<file path="config.mk">
export PLATFORM = sky130hd
export DESIGN_NAME = data_fifo
export DESIGN_NICKNAME = d
export VERILOG_FILES = /design/src/hw/sdhc_pkg.sv /design/src/hw/data_fifo.sv
export SDC_FILE = /design/constraint.sdc
export NUM_CORES = 1
export LEC_CHECK = 0
export ABC_CLOCK_PERIOD_IN_PS = 6810
export BUFFER_PORTS_ARGS = -buffer_cell sky130_fd_sc_hd__buf_2
export CAP_MARGIN = 25
export CORE_UTILIZATION = 25
export DETAILED_ROUTE_END_ITERATION = 12
export PLACE_DENSITY = 0.41
export SETUP_SLACK_MARGIN = 0.02
export SLEW_MARGIN = 20
export SYNTH_ARGS = -nofsm -noshare
export SYNTH_HDL_FRONTEND = slang
export SYNTH_SLANG_ARGS = --single-unit
</file>
<file path="constraint.sdc">
create_clock -name CLK -period 6.81 [get_ports CLK]
set_clock_uncertainty 0.2 [all_clocks]
set_input_delay 0 -clock CLK [delete_from_list [all_inputs] [get_ports CLK]]
set_output_delay 0 -clock CLK [all_outputs]
set_load 0.02 [all_outputs]
</file>
<file path="src/hw/sdhc_pkg.sv">
////////////////////////////////////////////////////////////////////////////
// shared widths and transfer state encoding for the SD host DMA path
// imported by the transfer engine, the FIFO, the RAM model and the top
////////////////////////////////////////////////////////////////////////////

package sdhc_pkg;

   ////////////////////////////////////////////////////////////////////////////
   // widths
   ////////////////////////////////////////////////////////////////////////////

   parameter int DATA_W = 32;     // one FIFO / RAM word
   parameter int ADDR_W = 64;     // system byte address
   parameter int LEN_W  = 16;     // transfer length in bytes

   // address step per transferred word
   parameter int BYTES_PER_WORD = DATA_W / 8;

   ////////////////////////////////////////////////////////////////////////////
   // transfer engine states
   ////////////////////////////////////////////////////////////////////////////

   // one-hot, one bit per state
   typedef enum logic [4:0] {
      IDLE       = 5'b00001,   // waiting for start, done high
      FIFO_RAM   = 5'b00010,   // card data into system memory
      RAM_FIFO   = 5'b00100,   // system memory out to the card
      WAIT_READ  = 5'b01000,   // FIFO ran dry during FIFO_RAM
      WAIT_WRITE = 5'b10000    // FIFO filled up during RAM_FIFO
   } xfer_state_t;

endpackage

</file>
<file path="src/hw/data_fifo.sv">
////////////////////////////////////////////////////////////////////////////
// show-ahead data FIFO between the card side and the transfer engine
// two push and two pop sources are ORed; only one of each is active
// per cycle since the engine and the card own opposite ends
////////////////////////////////////////////////////////////////////////////

`timescale 1ns/1ps

module data_fifo #(
   parameter int DEPTH = 8
) (
   input  logic                        CLK,
   input  logic                        reset,
   input  logic                        push_a,
   input  logic [sdhc_pkg::DATA_W-1:0] wdata_a,
   input  logic                        push_b,
   input  logic [sdhc_pkg::DATA_W-1:0] wdata_b,
   input  logic                        pop_a,
   input  logic                        pop_b,
   output logic [sdhc_pkg::DATA_W-1:0] rdata,
   output logic                        empty,
   output logic                        full
);
   import sdhc_pkg::*;

   localparam int PTR_W = (DEPTH > 1) ? $clog2(DEPTH) : 1;
   localparam int CNT_W = $clog2(DEPTH + 1);

   logic [DATA_W-1:0] mem [DEPTH];
   logic [PTR_W-1:0]  wr_ptr;
   logic [PTR_W-1:0]  rd_ptr;
   logic [CNT_W-1:0]  count;
   logic [DATA_W-1:0] wdata;
   logic              do_push;
   logic              do_pop;

   // merge the two sources of each side
   assign wdata   = push_a ? wdata_a : wdata_b;
   assign do_push = (push_a | push_b) & ~full;    // dropped when full
   assign do_pop  = (pop_a | pop_b) & ~empty;     // dropped when empty

   assign rdata = mem[rd_ptr];   // show-ahead head word
   assign empty = (count == '0);
   assign full  = (count == CNT_W'(DEPTH));

   // storage array
   always_ff @(posedge CLK) begin
      if (do_push) begin
         mem[wr_ptr] <= wdata;
      end
   end

   ////////////////////////////////////////////////////////////////////////////
   // pointers and occupancy
   ////////////////////////////////////////////////////////////////////////////

   always_ff @(posedge CLK) begin
      if (reset) begin
         wr_ptr <= '0;
         rd_ptr <= '0;
         count  <= '0;
      end else begin
         if (do_push) begin
            wr_ptr <= (wr_ptr == PTR_W'(DEPTH - 1)) ? '0 : wr_ptr + 1'b1;
         end
         if (do_pop) begin
            rd_ptr <= (rd_ptr == PTR_W'(DEPTH - 1)) ? '0 : rd_ptr + 1'b1;
         end
         // simultaneous push and pop leaves the count alone
         if (do_push && !do_pop) begin
            count <= count + 1'b1;
         end else if (do_pop && !do_push) begin
            count <= count - 1'b1;
         end
      end
   end

endmodule

</file>
==> run summary <==
fin crit share: 48.4%
Slew Limit Headroom: 34.1%
max_cap viols: 0
xor/xnor share of the synthesized area: 0.162%
Die ar.: 44,100 sq um
largest net degree at the start of global routing: 65
Int Pwr: 3410 uW
post-synthesis sequential area ratio: 73.4%
Leak: 0.00459 uW
FMAX: 0.303 GHz
gate count of the mapped netlist: 484
clock share of power: 30.8%
Initial Utilization: 25.6%
antenna cell count: 0
reg2reg end: count[3]$_SDFFE_PP0P_
Final #Nets: 754
placed cell areas: 12,100 sq um
synth unique cells: 31
Skew-Pair Late Insertion Delay: 550 ps
footprint of the multi-input gates: 2750 sq um
Mapped Area: 10,800 sq um
final instance area: 13,600 sq um
Initial DRC Count: 189
filler cell count: 4,070
Top delay family on crit path: multiplexers
H-tree depth: 1
grt ovf: 0
Synth Area in Simple Gates: 1.50%
die width: 210 um
standard-cell rows: 75
# clock sinks: 269
worst path required time: 6610 ps
Net Sw Frac: 28.2%
Hold WC Path Type: in -> reg
fin crit period: 3300 ps
Critical Path Start Type: register
Worst Max-Slew Pin Slew: 988 ps
Pre-antenna DRT Iters: 5
FF+latch area: 7960 sq um
flop2flop setup slack: 3800 ps
Routed WL: 24,200 um
pwr dens: 348 nW/um^2
syn nets: 562
Hold Startpoint: push_b
crit end category: output pin
setup TNS: 0 ps
largest family of logic cells by synthesized area: multiplexers
Die Span Y: 210 um
unrepaired setup endpoints after global routing: false
FF+latch count, synth: 269
Synth Warn #: 0
Num CTS Buffers: 30
root buffer cell: clkbuf_16
share of layout cells above drive strength 1: 37.2%
Worst Path Buf+Inv: 2
vias: 5,368
Area growth, synth to finish: 26.1%
register share of total power: 45.1%
initial antenna violation count: 0
combinational cell fraction of total power: 24.1%
CTS clock-pin slew for the worst setup and hold paths: 60 ps
Max VDD drop: 0.000148 V
Adder-Cell Fraction of Synth Area: 0.994%
P_sw: 1340 uW
Total GRT Usage: 11.0%
Resize count post-CTS: 0
r2r startpoint: count[1]$_SDFFE_PP0P_
Hold EP: wr_ptr[2]$_SDFFE_PP0P_
Finished Core Util: 32.2%
reg2reg path depth: 10
complex-gate fraction of the synthesized area: 0.405%
CTS tree: built
Fin. Hold Viols: 0
Vias/cell: 4.21
dpl hpwl: 13,500 um
critical setup path kind: reg -> out
final slew viol count: 0
crit path cell chain: buf_4 > mux4_1 > mux2_2 > buf_2
GPL Wtd Cong: 0.676
Synth Area per Inst: 22.4 sq um
core area: 42,300 sq um
global-route wire length before repair: 36,200 um
setup violators final: 0
DRC: 0
io pins: 104
Critical Path AT: 3100 ps
wire length per cell: 19.0 um
count of input and output buffers: 103
max incr delay on CP: 720 ps
critical path's slowest cell: dfxtp_4
vias in the first global route: 5,909
post-route ant nets: 0
status: completed
Max clock buf depth: 3
critical-path maximum fanout: 36
WHS Path Cells: 6
mux cell area share after synthesis: 21.9%
==> layout by cell type (no fill, tap or decap), drive strengths merged, types with 7 or more instances in the layout <==
master | Yosys | routed
clkbuf | 5 | 34
ha | 7 | 7
mux2 | 65 | 65
dlygate4sd3 | 0 | 67
nor2 | 18 | 18
dfxtp | 13 | 13
mux4 | 64 | 64
edfxtp | 256 | 256
clkinv | 0 | 18
buf | 20 | 118
==> per-layer routing <==
layer	GRT usage, %	routed length, um	up-vias	part of all wire, %
met5	0	0	-	0
met4	2.44	319	0	1.3
met1	13.6	10400	2802	43
met3	1.88	921	29	3.8
li1	-	-	2429	-
met2	20.0	12500	108	52
==> layout make-up <==
| type | instances | share of cell area, % |
|---|---|---|
| flip-flops and latches | 269 | 58.3 |
| multi-input cells | 187 | 20.2 |
| repair buffers | 185 | 9.52 |
| clock buffers | 34 | 5.77 |
| well taps | 577 | 5.29 |
| clock inverters | 20 | 0.835 |
| inverters | 3 | 0.0825 |
==> per-stage QoR <==
step,power (uW),hold WS (ps),std cells,setup WS [ps]
floorplan,2950,40.5,484,1970
global placement,3300,117,1154,3920
detailed placement,3340,134,1154,3850
CTS,4860,51.9,1275,3370
global route,4990,106,1275,3290
finish,4750,72.2,1275,3510
==> cell usage after synthesis <==
master	number	area share (%)
nor2b_1	1	0.058
o21ai_0	2	0.092
nand2b_1	2	0.12
buf_1	4	0.14
a211oi_1	1	0.069
clkbuf_1	5	0.17
mux2i_1	5	0.46
or2_1	1	0.058
mux4_2	24	5.0
nand2_1	2	0.069
nor2_1	18	0.62
edfxtp_1	256	71
buf_6	7	0.73
fa_1	1	0.18
nor4_1	2	0.12
nand3b_1	1	0.069
nor3_1	5	0.23
buf_2	9	0.42
inv_1	2	0.069
inv_2	1	0.035
mux4_1	40	9.7
ha_1	7	0.81
mux2_2	65	6.8
xnor2_1	1	0.081
xor2_1	1	0.081
nand3_1	1	0.046
dfxtp_1	13	2.4
a31oi_1	1	0.058
a21oi_1	4	0.18
and2_1	1	0.058
nand2_2	1	0.058
==> power groups by stage <==
| stage | Sequential, uW | Combinational [uW] | Clock [uW] |
|---|---|---|---|
| 2_1_floorplan | 2080 | 876 | 0 |
| 3_3_place_gp | 2180 | 1130 | 0 |
| 3_5_place_dp | 2190 | 1150 | 0 |
| 4_1_cts | 2150 | 1190 | 1510 |
| 5_1_grt | 2170 | 1240 | 1570 |
| 6_report | 2140 | 1150 | 1460 |
==> state kept, by name, indices dropped and copies added (netlist names), named ones only <==
| register | cells |
|---|---|
| mem | 256 |
| count | 4 |
| rd_ptr | 3 |
| wr_ptr | 3 |
==> worst register-to-register path, delay by kind of cell, from the launching register on <==
family          cells  cell delay [ps]
flops               1              360
simple gates        2              820
buf+inv             2              200
compound gates      3              470
fa+ha+maj           2              510
mux                 1              350
==> worst max-delay path by stage <==
stage | cells past startpoint | slack (ps) | startpoint | to
detailed placement | 12 | 3850 | push_a | count[3]$_SDFFE_PP0P_
floorplan | 5 | 1970 | count[1]$_SDFFE_PP0P_ | mem[0][0]$_DFFE_PP_
finish | 4 | 3510 | register | rdata[18]
global placement | 12 | 3920 | push_a | count[3]$_SDFFE_PP0P_
CTS | 4 | 3370 | register | rdata[18]
global route | 4 | 3290 | register | rdata[18]
==> cell families (layout without fill, tap and decap cells) <==
logic type	count (synthesis)	after routing
DFF	269	269
muxes	134	134
and+or+nand+nor	35	35
buffers and inverters	28	242
adders and majority gates	8	8
AOI/OAI and AO/OA	8	8
xor gates and xnor gates	2	2
==> timing repair <==
item / 4_1_cts / 5_1_grt
hold buffers: 67 / 0
hold endpoints to repair: 269 / 0
buffers inserted: 0 / 0
No activity file was read; power rests on OpenSTA's default activity.
